File: src/source/mipsPkg.sv
`default_nettype none

package mipsPkg;

  typedef logic [31:0] word_t;
  typedef logic [4:0] regAddr_t;

  // Major opcodes, MIPS32 encodings
  typedef enum logic [5:0] {
    OP_RTYPE = 6'b000000,
    OP_J     = 6'b000010,
    OP_BGTZ  = 6'b000111,
    OP_ADDIU = 6'b001001,
    OP_SLTI  = 6'b001010,
    OP_ANDI  = 6'b001100,
    OP_ORI   = 6'b001101,
    OP_LB    = 6'b100000,
    OP_LW    = 6'b100011,
    OP_SW    = 6'b101011
  } opcode_t;

  // Function field of R-type instructions
  typedef enum logic [5:0] {
    FN_JR   = 6'b001000,
    FN_JALR = 6'b001001,
    FN_ADDU = 6'b100001,
    FN_AND  = 6'b100100,
    FN_OR   = 6'b100101
  } funct_t;

  typedef enum logic [2:0] {
    ALU_ADD,
    ALU_AND,
    ALU_OR,
    ALU_SLT,
    ALU_PASSA,
    ALU_GTZ
  } aluOp_t;

  typedef enum logic [2:0] {
    ST_FETCH,
    ST_DECODE,
    ST_EXEC1,
    ST_EXEC2,
    ST_EXEC3,
    ST_HALTED
  } cpuState_t;

  typedef enum logic [1:0] {
    SRCB_REG,
    SRCB_FOUR,
    SRCB_SIMM,
    SRCB_ZIMM
  } aluSrcB_t;

  // Register file write value
  typedef enum logic [1:0] {
    RES_ALU,
    RES_WORD,
    RES_BYTE,
    RES_PC
  } resultSel_t;

  typedef struct packed {
    logic       irWrite;
    logic       pcWrite;
    logic       pcFromAluOut;
    logic       pcFromJump;
    logic       iorD;
    logic       aluSrcA;     // 0 selects PC, 1 selects A
    aluSrcB_t   aluSrcB;
    aluOp_t     aluOp;
    logic       regWrite;
    logic       regDstRd;
    logic       regDstRa;
    resultSel_t resultSel;
    logic       memRead;
    logic       memWrite;
  } ctrl_t;

  typedef struct packed {
    opcode_t opcode;
    funct_t  funct;
    logic    aluZero;        // Next PC value is zero
    logic    aluGtz;
  } instrInfo_t;

endpackage

`default_nettype wire

File: src/source/aluUnit.sv
`timescale 1ns/100ps
`default_nettype none

module aluUnit (
  input  mipsPkg::word_t  a,
  input  mipsPkg::word_t  b,
  input  mipsPkg::aluOp_t op,
  output mipsPkg::word_t  y,
  output logic            zero,
  output logic            gtz
);
  import mipsPkg::*;

  logic lessThan;

  assign lessThan = $signed(a) < $signed(b);

  // Positive and nonzero
  assign gtz = !a[31] && (a != '0);

  always_comb begin
    case (op)
      ALU_ADD: y = a + b;
      ALU_AND: y = a & b;
      ALU_OR: y = a | b;
      ALU_SLT: y = {{31{1'b0}}, lessThan};
      ALU_PASSA: y = a;
      ALU_GTZ: y = {{31{1'b0}}, gtz};
      default: y = '0;
    endcase
  end

  assign zero = (y == '0);

endmodule

`default_nettype wire

File: src/source/registerFile.sv
`timescale 1ns/100ps
`default_nettype none

module registerFile (
  input  logic              clk,
  input  logic              arstN,
  input  mipsPkg::regAddr_t raddr1,
  input  mipsPkg::regAddr_t raddr2,
  output mipsPkg::word_t    rdata1,
  output mipsPkg::word_t    rdata2,
  input  logic              we,
  input  mipsPkg::regAddr_t waddr,
  input  mipsPkg::word_t    wdata
);
  import mipsPkg::*;

  word_t regs [32];

  assign rdata1 = regs[raddr1];
  assign rdata2 = regs[raddr2];

  // Register 0 is never written so it reads as zero
  always_ff @(posedge clk or negedge arstN) begin
    if (!arstN) begin
      for (int i = 0; i < 32; i++) begin
        regs[i] <= '0;
      end
    end else if (we && (waddr != '0)) begin
      regs[waddr] <= wdata;
    end
  end

endmodule

`default_nettype wire

File: src/source/controlFsm.sv
`timescale 1ns/100ps
`default_nettype none

module controlFsm (
  input  logic                clk,
  input  logic                arstN,
  input  logic                stall,
  input  mipsPkg::instrInfo_t info,
  output mipsPkg::ctrl_t      ctrl,
  output logic                halted
);
  import mipsPkg::*;

  cpuState_t state;
  cpuState_t stateNext;
  ctrl_t     c;
  logic      lastStep;
  logic      memWait;

  function automatic logic supported(opcode_t op, funct_t fn);
    logic ok;
    case (op)
      OP_RTYPE: ok = fn inside {FN_ADDU, FN_AND, FN_OR, FN_JR, FN_JALR};
      OP_J, OP_BGTZ, OP_ADDIU, OP_SLTI, OP_ANDI, OP_ORI,
      OP_LB, OP_LW, OP_SW: ok = 1'b1;
      default: ok = 1'b0;
    endcase
    return ok;
  endfunction

  // Raw control levels for the current state and instruction
  always_comb begin
    c = '0;
    lastStep = 1'b0;
    case (state)
      ST_FETCH: begin
        c.memRead = 1'b1;
        c.irWrite = 1'b1;
        c.pcWrite = 1'b1;
        c.aluSrcB = SRCB_FOUR;
        c.aluOp = ALU_ADD;
      end
      // Branch target goes into ALU out
      ST_DECODE: begin
        c.aluSrcB = SRCB_SIMM;
        c.aluOp = ALU_ADD;
      end
      ST_EXEC1, ST_EXEC2, ST_EXEC3: begin
        c.aluSrcA = 1'b1;
        case (info.opcode)
          OP_RTYPE: begin
            case (info.funct)
              FN_JR: begin
                c.aluOp = ALU_PASSA;
                c.pcWrite = 1'b1;
                lastStep = 1'b1;
              end
              FN_JALR: begin
                c.aluOp = ALU_PASSA;
                if (state == ST_EXEC1) begin
                  // Link first, target waits in ALU out
                  c.regWrite = 1'b1;
                  c.regDstRa = 1'b1;
                  c.resultSel = RES_PC;
                end else begin
                  c.pcWrite = 1'b1;
                  c.pcFromAluOut = 1'b1;
                  lastStep = 1'b1;
                end
              end
              default: begin
                c.aluSrcB = SRCB_REG;
                case (info.funct)
                  FN_AND: c.aluOp = ALU_AND;
                  FN_OR: c.aluOp = ALU_OR;
                  default: c.aluOp = ALU_ADD;
                endcase
                if (state == ST_EXEC2) begin
                  c.regWrite = 1'b1;
                  c.regDstRd = 1'b1;
                  c.resultSel = RES_ALU;
                  lastStep = 1'b1;
                end
              end
            endcase
          end
          OP_ADDIU, OP_SLTI, OP_ANDI, OP_ORI: begin
            case (info.opcode)
              OP_ANDI: c.aluOp = ALU_AND;
              OP_ORI: c.aluOp = ALU_OR;
              OP_SLTI: c.aluOp = ALU_SLT;
              default: c.aluOp = ALU_ADD;
            endcase
            // Logical immediates are zero extended
            if (info.opcode inside {OP_ANDI, OP_ORI}) begin
              c.aluSrcB = SRCB_ZIMM;
            end else begin
              c.aluSrcB = SRCB_SIMM;
            end
            if (state == ST_EXEC2) begin
              c.regWrite = 1'b1;
              c.resultSel = RES_ALU;
              lastStep = 1'b1;
            end
          end
          OP_LW, OP_LB, OP_SW: begin
            // Address stays in ALU out for every step
            c.aluSrcB = SRCB_SIMM;
            c.aluOp = ALU_ADD;
            if (state == ST_EXEC2) begin
              c.iorD = 1'b1;
              c.memRead = (info.opcode != OP_SW);
              c.memWrite = (info.opcode == OP_SW);
              lastStep = (info.opcode == OP_SW);
            end else if (state == ST_EXEC3) begin
              c.regWrite = 1'b1;
              c.resultSel = (info.opcode == OP_LW) ? RES_WORD : RES_BYTE;
              lastStep = 1'b1;
            end
          end
          OP_J: begin
            c.pcWrite = 1'b1;
            c.pcFromJump = 1'b1;
            lastStep = 1'b1;
          end
          OP_BGTZ: begin
            c.aluOp = ALU_GTZ;
            c.pcWrite = info.aluGtz;
            c.pcFromAluOut = 1'b1;
            lastStep = 1'b1;
          end
          default: lastStep = 1'b1;
        endcase
      end
      default: c = '0;
    endcase
  end

  assign memWait = stall && (c.memRead || c.memWrite);

  // A stalled access keeps its strobe and address but commits nothing
  always_comb begin
    ctrl = c;
    if (memWait) begin
      ctrl.irWrite = 1'b0;
      ctrl.pcWrite = 1'b0;
      ctrl.regWrite = 1'b0;
    end
  end

  always_comb begin
    stateNext = state;
    if (!memWait) begin
      case (state)
        ST_FETCH: stateNext = ST_DECODE;
        ST_DECODE: stateNext = supported(info.opcode, info.funct) ? ST_EXEC1 : ST_HALTED;
        ST_EXEC1, ST_EXEC2, ST_EXEC3: begin
          if (ctrl.pcWrite && info.aluZero) begin
            stateNext = ST_HALTED;
          end else if (lastStep) begin
            stateNext = ST_FETCH;
          end else if (state == ST_EXEC1) begin
            stateNext = ST_EXEC2;
          end else begin
            stateNext = ST_EXEC3;
          end
        end
        default: stateNext = ST_HALTED;
      endcase
    end
  end

  always_ff @(posedge clk or negedge arstN) begin
    if (!arstN) begin
      state <= ST_FETCH;
    end else begin
      state <= stateNext;
    end
  end

  assign halted = (state == ST_HALTED);

endmodule

`default_nettype wire

File: src/source/dataPath.sv
`timescale 1ns/100ps
`default_nettype none

module dataPath #(
  parameter mipsPkg::word_t RESET_PC = '0
) (
  input  logic                clk,
  input  logic                arstN,
  input  mipsPkg::ctrl_t      ctrl,
  input  mipsPkg::word_t      memRdata,
  output mipsPkg::instrInfo_t info,
  output mipsPkg::word_t      memAddr,
  output mipsPkg::word_t      memWdata
);
  import mipsPkg::*;

  word_t    pc;
  word_t    ir;
  word_t    mdr;
  word_t    regA;
  word_t    regB;
  word_t    aluOut;
  word_t    rdata1;
  word_t    rdata2;
  word_t    srcA;
  word_t    srcB;
  word_t    aluY;
  word_t    immS;
  word_t    immZ;
  word_t    jumpTarget;
  word_t    pcNext;
  word_t    byteExt;
  word_t    wdata;
  regAddr_t waddr;
  logic     aluZero;
  logic     aluGtz;
  logic     [7:0] memByte;

  assign immS = {{16{ir[15]}}, ir[15:0]};
  assign immZ = {16'h0000, ir[15:0]};
  assign jumpTarget = {pc[31:28], ir[25:0], 2'b00};

  assign srcA = ctrl.aluSrcA ? regA : pc;

  // With PC as operand the immediate is a word offset
  always_comb begin
    case (ctrl.aluSrcB)
      SRCB_REG: srcB = regB;
      SRCB_FOUR: srcB = 32'd4;
      SRCB_SIMM: srcB = ctrl.aluSrcA ? immS : {immS[29:0], 2'b00};
      default: srcB = immZ;
    endcase
  end

  aluUnit i_aluUnit (
    .a(srcA),
    .b(srcB),
    .op(ctrl.aluOp),
    .y(aluY),
    .zero(aluZero),
    .gtz(aluGtz)
  );

  assign pcNext = ctrl.pcFromJump ? jumpTarget : (ctrl.pcFromAluOut ? aluOut : aluY);

  assign info.opcode = opcode_t'(ir[31:26]);
  assign info.funct = funct_t'(ir[5:0]);
  assign info.aluGtz = aluGtz;
  always_comb begin
    if (ctrl.pcFromJump) begin
      info.aluZero = (jumpTarget == '0);
    end else if (ctrl.pcFromAluOut) begin
      info.aluZero = (aluOut == '0);
    end else begin
      info.aluZero = aluZero;
    end
  end

  assign memAddr = ctrl.iorD ? aluOut : pc;
  assign memWdata = regB;

  // Little endian byte lane for LB
  always_comb begin
    case (aluOut[1:0])
      2'd0: memByte = mdr[7:0];
      2'd1: memByte = mdr[15:8];
      2'd2: memByte = mdr[23:16];
      default: memByte = mdr[31:24];
    endcase
  end
  assign byteExt = {{24{memByte[7]}}, memByte};

  always_comb begin
    case (ctrl.resultSel)
      RES_ALU: wdata = aluOut;
      RES_WORD: wdata = mdr;
      RES_BYTE: wdata = byteExt;
      default: wdata = pc;
    endcase
  end

  assign waddr = ctrl.regDstRa ? 5'd31 : (ctrl.regDstRd ? ir[15:11] : ir[20:16]);

  registerFile i_registerFile (
    .clk(clk),
    .arstN(arstN),
    .raddr1(ir[25:21]),
    .raddr2(ir[20:16]),
    .rdata1(rdata1),
    .rdata2(rdata2),
    .we(ctrl.regWrite),
    .waddr(waddr),
    .wdata(wdata)
  );

  always_ff @(posedge clk or negedge arstN) begin
    if (!arstN) begin
      pc <= RESET_PC;
    end else if (ctrl.pcWrite) begin
      pc <= pcNext;
    end
  end

  // Holding registers between steps
  always_ff @(posedge clk) begin
    if (ctrl.irWrite) begin
      ir <= memRdata;
    end
    mdr <= memRdata;
    regA <= rdata1;
    regB <= rdata2;
    aluOut <= aluY;
  end

endmodule

`default_nettype wire

File: src/source/mipsCore.sv
`timescale 1ns/100ps
`default_nettype none

module mipsCore #(
  parameter mipsPkg::word_t RESET_PC = '0
) (
  input  logic           clk,
  input  logic           arstN,
  input  mipsPkg::word_t memRdata,
  input  logic           stall,
  output mipsPkg::word_t memAddr,
  output mipsPkg::word_t memWdata,
  output logic           memRead,
  output logic           memWrite,
  output logic           halted
);
  import mipsPkg::*;

  ctrl_t      ctrl;
  instrInfo_t info;

  controlFsm i_controlFsm (
    .clk(clk),
    .arstN(arstN),
    .stall(stall),
    .info(info),
    .ctrl(ctrl),
    .halted(halted)
  );

  dataPath #(
    .RESET_PC(RESET_PC)
  ) i_dataPath (
    .clk(clk),
    .arstN(arstN),
    .ctrl(ctrl),
    .memRdata(memRdata),
    .info(info),
    .memAddr(memAddr),
    .memWdata(memWdata)
  );

  // Strobes come straight from the control levels
  assign memRead = ctrl.memRead;
  assign memWrite = ctrl.memWrite;

endmodule

`default_nettype wire

File: config.mk
export PLATFORM = sky130hd
export DESIGN_NAME = mipsCore
export DESIGN_NICKNAME = d
export VERILOG_FILES = /design/src/source/mipsPkg.sv /design/src/source/aluUnit.sv /design/src/source/registerFile.sv /design/src/source/controlFsm.sv /design/src/source/dataPath.sv /design/src/source/mipsCore.sv
export SDC_FILE = /design/constraint.sdc
export NUM_CORES = 2
export LEC_CHECK = 0
export ABC_CLOCK_PERIOD_IN_PS = 12000
export CORE_ASPECT_RATIO = 1.2
export CORE_MARGIN = 4
export CORE_UTILIZATION = 41
export DETAILED_ROUTE_END_ITERATION = 16
export DONT_BUFFER_PORTS = 1
export PLACE_DENSITY = 0.63
export SYNTH_ARGS = -nofsm -noshare
export SYNTH_HDL_FRONTEND = slang
export SYNTH_SLANG_ARGS = --single-unit
File: constraint.sdc
create_clock -name clk -period 12 [get_ports clk]
set_input_delay 0.6 -clock clk [delete_from_list [all_inputs] [get_ports clk]]
set_output_delay 0.6 -clock clk [all_outputs]
set_load 0.005 [all_outputs]
Word level (Yosys, flattened, before mapping)
Index checks and enable logic that the tools add are counted.
- register bits after elaboration: 1219
- logic and storage cells: 184
- bits of input ports: 35
- add/sub/neg operators: 1
- eq/ne operators: 31
- reduce and logical (&&, ||, !) cells: 26
- bitwise gates (word level): 6
- multiplexer cells: 75
- $lt $le $gt $ge: 5
- operators with widths (kind ; number):
    $bwmux W1024 ; 1
    $bmux W32 S5 ; 2
    $mux W32 ; 8
    $pmux W32 S3 ; 2
    $pmux W32 S6 ; 1
    $demux W32 S5 ; 1
    $logic_not A32 Y1 ; 3
    $eq A6 B4 Y1 const B ; 6
    $eq A6 B6 Y1 const B ; 6
    $add A32 B32 Y32 ; 1
    $and A32 B32 Y32 ; 1
    $lt A32 B32 Y1 ; 1
    $or A32 B32 Y32 ; 1
    $reduce_bool A32 Y1 ; 1
    $mux W28 ; 1
    $pmux W8 S3 ; 1
    $mux W1 ; 20
    $mux W2 ; 10
    $ge A6 B6 Y1 const B ; 3
    $mux W3 ; 6
    $not A5 Y6 ; 3
    $pmux W3 S3 ; 2
    $mux W17 ; 1
    $mux W5 ; 3
    other kinds (29) ; 59

Logic depth before layout (Yosys ltp)
- depth in word-level cells: 15
- mapped depth: 26

Hierarchy
From an unflattened synthesis, not the netlist that was laid out.
- cells, all modules: 5978
- area total of the unflattened synthesis: 68360.6 um2
- modules (own cells, without submodules) (module ; cells an instance ; area an instance (um2) ; times used ; seq. area each (um2)):
    registerFile ; 4606 ; 55503.2 ; 1 ; 25624.6
    dataPath ; 638 ; 7614.8 ; 1 ; 4324.1
    aluUnit ; 604 ; 4331.7 ; 1 ; 0.0
    controlFsm ; 130 ; 910.9 ; 1 ; 75.1

Least setup slack after synthesis
No wires, ideal clock.
- path kind: register to register
- start point: reg i_controlFsm.state[2]
- end point: reg i_controlFsm.state[2]
- setup slack: 6.421 ns
- library setup time: 0.087 ns
- arrival: 5.492 ns
- clock period less this slack: 5.579 ns
- path buffers: 5
- stages on the path, launching flop included: 26
- cells stage by stage: dfrtp_1 buf_2 or3b_1 nand2_2 buf_4 buf_2 nand4_1 and2_0 and2_1 buf_2 buf_1 nand2_1 o21ai_0 ha_1 fa_1 a211oi_1 o211ai_1 a211oi_2 nor4_1 o31a_1 o21ai_0 nand2_1 or4_1 nor4_2 nand4_1 a22oi_1
- cells in the longest elaborated chain, start to end: 13
- elaborated cells on any way between the ends: 56
- ends and longest elaborated chain (what ; line ; text):
    from (decl) ; controlFsm.sv:14 ; cpuState_t state;
    from (signal assigned) ; controlFsm.sv:177 ; state <= stateNext;
    $eq A3 B3 Y1 / $eq A3 B2 Y1 (equally long branches) ; controlFsm.sv:35 ; case (state)
    $reduce_or A3 Y1 ; controlFsm.sv:35 ;
    $pmux W5 S3 / $mux W4 (equally long branches) ; controlFsm.sv:35 ;
    $eq A2 B2 Y1, or another cell as far along ; dataPath.sv:47 ; case (ctrl.aluSrcB)
    $pmux W32 S3 ; dataPath.sv:47 ;
    $add A32 B32 Y32, or another cell as far along ; aluUnit.sv:23 ; ALU_ADD: y = a + b;
    $pmux W32 S6 (*) ; aluUnit.sv:22 ; case (op)
    via i_dataPath.aluY[24] ; dataPath.sv:27 ; word_t aluY;
    $logic_not A32 Y1 (*) ; aluUnit.sv:33 ; assign zero = (y == '0);
    $mux W1 (*) ; dataPath.sv:72 ; end else if (ctrl.pcFromAluOut) begin
    $mux W1 (*) ; dataPath.sv:70 ; if (ctrl.pcFromJump) begin
    $logic_and A1 B1 Y1 (*) ; controlFsm.sv:158 ; if (ctrl.pcWrite && info.aluZero) begin
    $mux W3 (*) ; controlFsm.sv:158 ;
    $pmux W3 S3 (*) ; controlFsm.sv:154 ; case (state)
Mark *: on every way through the listed nets, which the timed path passes. The rest lies on a longest branch.
A chain may end at the register's enable or synchronous reset.

Worst setup path after layout
- start point: reg i_dataPath.ir[29]
- end point: reg i_controlFsm.state[2]
- cells in the longest elaborated chain, start to end: 15
- elaborated cells on any way between the ends: 61
- ends and longest elaborated chain (what ; line ; text):
    from (decl) ; dataPath.sv:18 ; word_t ir;
    from (signal assigned) ; dataPath.sv:127 ; ir <= memRdata;
    $eq A6 B4 Y1 ; -- ;
    $reduce_bool A2 Y1 ; controlFsm.sv:95 ; if (info.opcode inside {OP_ANDI, OP_ORI}) begin
    $mux W1 ; controlFsm.sv:95 ;
    $pmux W2 S2 ; controlFsm.sv:50 ; case (info.opcode)
    $pmux W5 S3 ; controlFsm.sv:35 ;
    $eq A2 B2 Y1, or another cell as far along ; dataPath.sv:47 ;
    $pmux W32 S3 ; dataPath.sv:47 ;
    $add A32 B32 Y32, or another cell as far along ; aluUnit.sv:23 ;
    $pmux W32 S6 ; aluUnit.sv:22 ;
    $logic_not A32 Y1 ; aluUnit.sv:33 ;
    $mux W1 ; dataPath.sv:72 ;
    $mux W1 ; dataPath.sv:70 ;
    $logic_and A1 B1 Y1 ; controlFsm.sv:158 ;
    $mux W3 ; controlFsm.sv:158 ;
    $pmux W3 S3 ; controlFsm.sv:154 ;
Parallel ways exist; a longest one is shown, timed or not. The select of a mux whose other input is x is not followed.

==> reports/qor.txt <==
TritonCTS Buffers - 116
synthesized instance count - 5932
H-Tree Depth - 3
io pins - 102
Synth-to-Final Area Change - 9.604%
Die Area - 163700 sq um
CP max FO - 28
chip width - 370.0 um
post-DR wirelength/cell - 29.12 um
sequential share of power - 0.509
CTS max path bufs - 3
1st-pass router iterations - 7
final slew viol count - 0
drt initial violations - 5433
GRT overflow - 0
Post-Syn Nets - 6067
largest net degree at the start of global routing - 182
min Tclk post-route - 6.874 ns
fin crit share - 0.5728
post-synthesis async set-or-reset flop share - 0.8687
setup ws final - 5.126 ns
Crit path largest cell delay - 0.70 ns
Die H - 442.4 um
top_reg_cell synth - dfrtp_1
vias in the first global route - 48770
antenna-violating nets left - 0
Via-to-Cell Ratio - 6.215
Max Clk Rate - 145.5 MHz
Net Sw Frac - 0.2222
leakage power - 30.09 nW
post-detail-place hpwl - 141300 um
FP Rows - 159
antenna violations before repair - 11
CP Launch Type - register
CTS clk-pin slew, worst paths - 0.07 ns
routability cong. - 1.015
Mean Syn Cell Area - 10.87 sq um
Vias - 48670
Synth Register Bits - 1219
sequential element share of the synthesized area - 0.4658
endpoints failing setup - 0
WP data arrival - 7.53 ns
CP endpoint kind - register
Post-synth EDFFs - 32
Comb pwr share - 0.011
Slowest-stage cell, CP - a2111oi_1
root buffer cell - clkbuf_16
Slew headroom - 0.02009
Worst-Skew Late Latency - 0.79 ns
worst endpoint required time - 12.66 ns
failing checks - max-capacitance violations
CTS tree - yes
Pwr Density - 115.1 nW/um^2
# nets final - 5764
final hold vios - 0
DR DRC count - 0
Min-Delay Startpoint - stall
Port Buffers - 0
VDD IR-drop max - 0.1394 mV
final WL - 228000 um
status - finished with violations
TritonCTS sink count - 1219
Max Clock Skew - 0.06360 ns
synth unique cells - 102
pre-CTS WS - 5.179 ns
type of the tightest min-delay check - in -> reg
initial core utilization - 0.4122
Slew @ Worst Pin - 1.456 ns
RSZ-0062 raised after global routing - no
global-route usage over all layers - 0.2765
final core occ - 0.4518
P_int - 6.323 mW
Post-Syn Area - 64460 sq um
Max-Cap Viols - 1
global-route wire length before repair - 336400 um
critical path, cell by cell - nor3_4 -> o21ai_0 -> and2_1 -> nor2_1 -> buf_4 -> nor2_1 -> and2_1 -> buf_4 -> nand2_1 -> o21ai_0 -> ha_1 -> fa_1 -> a211oi_1 -> o21ai_1 -> a211oi_1 -> o21ai_0 -> xor2_1 -> nor2_1 -> a2111oi_1 -> nand4_1 -> and4bb_1 -> nand4_1 -> a22oi_1
crit path launch - i_dataPath.ir[29]
Clk pwr share - 0.480
Setup TNS - 0 ns
layout cells sized above 1 - 0.1857
Core Area - 156400 sq um
Syn. warnings - 0
Tot Pwr - 8.129 mW
post-cts sizing count - 0
sw power - 1.806 mW
Crit Reg-Reg Startpoint - i_dataPath.ir[29]
WS Path Type - reg -> reg
cells in the final DEF (no fill, tap or decap), drive strengths merged, types with 32 or more instances in the layout:
| cell type | count |
|---|---|
| a21oi | 622 |
| buf | 129 |
| clkbuf | 165 |
| clkinv | 34 |
| dfrtp | 1059 |
| dfxtp | 128 |
| dlygate4sd3 | 33 |
| edfxtp | 32 |
| ha | 99 |
| inv | 110 |
| mux2 | 67 |
| mux2i | 166 |
| mux4 | 565 |
| nand2 | 708 |
| nor2 | 648 |
| o21ai | 628 |
| o221ai | 32 |
| o22ai | 53 |
| o31ai | 43 |
metrics by stage:
stage	hold WS, ns	cell area [sq um]	cells
floorplan	0.3044	64460	5932
global placement	0.3766	66270	7571
detailed placement	0.3833	66270	7571
CTS	0.1788	70630	7822
global route	0.2355	70650	7828
finish	0.2255	70650	7830
registers in the layout, summed over array words and instances (netlist names):
| register | cells |
|---|---|
| i_dataPath.ir | 32 |
| i_dataPath.pc | 32 |
| i_dataPath.aluOut | 32 |
| i_dataPath.memWdata | 32 |
| i_dataPath.mdr | 32 |
| i_dataPath.i_registerFile.regs | 1024 |
| i_controlFsm.state | 3 |
| i_dataPath.regA | 32 |
cells by family (layout without fill, tap and decap cells):
kind of cell | Yosys count | in the layout | share of synthesized area
buf+inv | 689 | 486 | 0.04169
mux | 798 | 798 | 0.2349
simple gates | 1544 | 1544 | 0.09897
fa+ha+maj | 100 | 100 | 0.01953
flops | 1219 | 1219 | 0.4658
other cells | 0 | 8 | 0
xor+xnor | 26 | 26 | 0.003533
compound gates | 1556 | 1556 | 0.1356
power by group through the flow:
stage | sequential, mW | clock (mW) | combinational, mW
6_report | 4.14 | 3.90 | 0.0910
5_1_grt | 4.13 | 4.11 | 0.105
4_1_cts | 4.13 | 3.95 | 0.0951
3_5_place_dp | 4.21 | 0 | 0.0812
3_3_place_gp | 4.21 | 0 | 0.0801
2_1_floorplan | 4.20 | 0 | 0.00202
worst max-delay path: cells and delay by family, from the launching register on:
| kind | cells | cell delay (ns) |
|---|---|---|
| adder cells (fa/ha/maj) | 2 | 0.82 |
| flip-flops | 1 | 0.58 |
| AND/OR/NAND/NOR | 10 | 2.16 |
| XOR/XNOR | 1 | 0.16 |
| buffers and inverters | 2 | 0.49 |
| AO/OA/AOI/OAI | 8 | 2.54 |
path summary, 6_finish.rpt:
path / end / cells after the start / slack, ns
max: i_controlFsm.state[2] / 23 / 5.13
min in group asynchronous: i_dataPath.i_registerFile.regs[120] / 2 / 0.42
max reg2reg: i_controlFsm.state[2] / 23 / 5.13
min reg2reg: i_dataPath.i_registerFile.regs[1023] / 0 / 0.40
min: i_controlFsm.state[2] / 3 / 0.23
max in group asynchronous: i_dataPath.i_registerFile.regs[522] / 4 / 8.97
routing by layer:
layer,up-vias,track usage,share of wire
met5,-,0,0
met4,0,0.1574,0.068
met3,639,0.04772,0.081
met2,2367,0.4388,0.47
met1,24700,0.3596,0.38
li1,20960,-,-
area by class of cell:
class                   count  area, sq um
diodes                      8        20.02
clock buffers             165         3378
clock inverters            53        651.9
fillers                 14430        85710
inverters                 106        399.1
multi-input cells        4024        32140
flip-flops and latches   1219        30020
well taps                2093         2619
repair buffers            162         1419
what timing repair did:
action                    4_1_cts  5_1_grt
hold buffers                   33        0
setup buffers                   0        0
hold endpoints to repair      179        0
synthesized netlist by cell type (all sizes together) (12+ instances only):
| cell | number | share of area |
|---|---|---|
| o221ai | 32 | 0.0043 |
| a21o | 12 | 0.0014 |
| and2 | 15 | 0.0015 |
| a21oi | 622 | 0.048 |
| nor2 | 648 | 0.038 |
| buf | 130 | 0.0091 |
| a222oi | 14 | 0.0022 |
| mux4 | 565 | 0.20 |
| nand2 | 708 | 0.041 |
| ha | 99 | 0.019 |
| a22oi | 16 | 0.0019 |
| nand3 | 18 | 0.0015 |
| a31oi | 13 | 0.0013 |
| mux2i | 166 | 0.026 |
| dfrtp | 1059 | 0.41 |
| dfxtp | 128 | 0.040 |
| nor3 | 30 | 0.0028 |
| nand4 | 24 | 0.0024 |
| o31ai | 43 | 0.0051 |
| or3 | 12 | 0.0012 |
| clkbuf | 453 | 0.026 |
| nand2b | 17 | 0.0016 |
| inv | 105 | 0.0061 |
| nor4 | 23 | 0.0024 |
| a211oi | 14 | 0.0017 |
| edfxtp | 32 | 0.015 |
| a221o | 28 | 0.0043 |
| mux2 | 67 | 0.012 |
| o22ai | 53 | 0.0051 |
| o21ai | 628 | 0.049 |
| o211ai | 16 | 0.0020 |
| xnor2 | 17 | 0.0023 |
No activity file was read; power rests on OpenSTA's default activity.
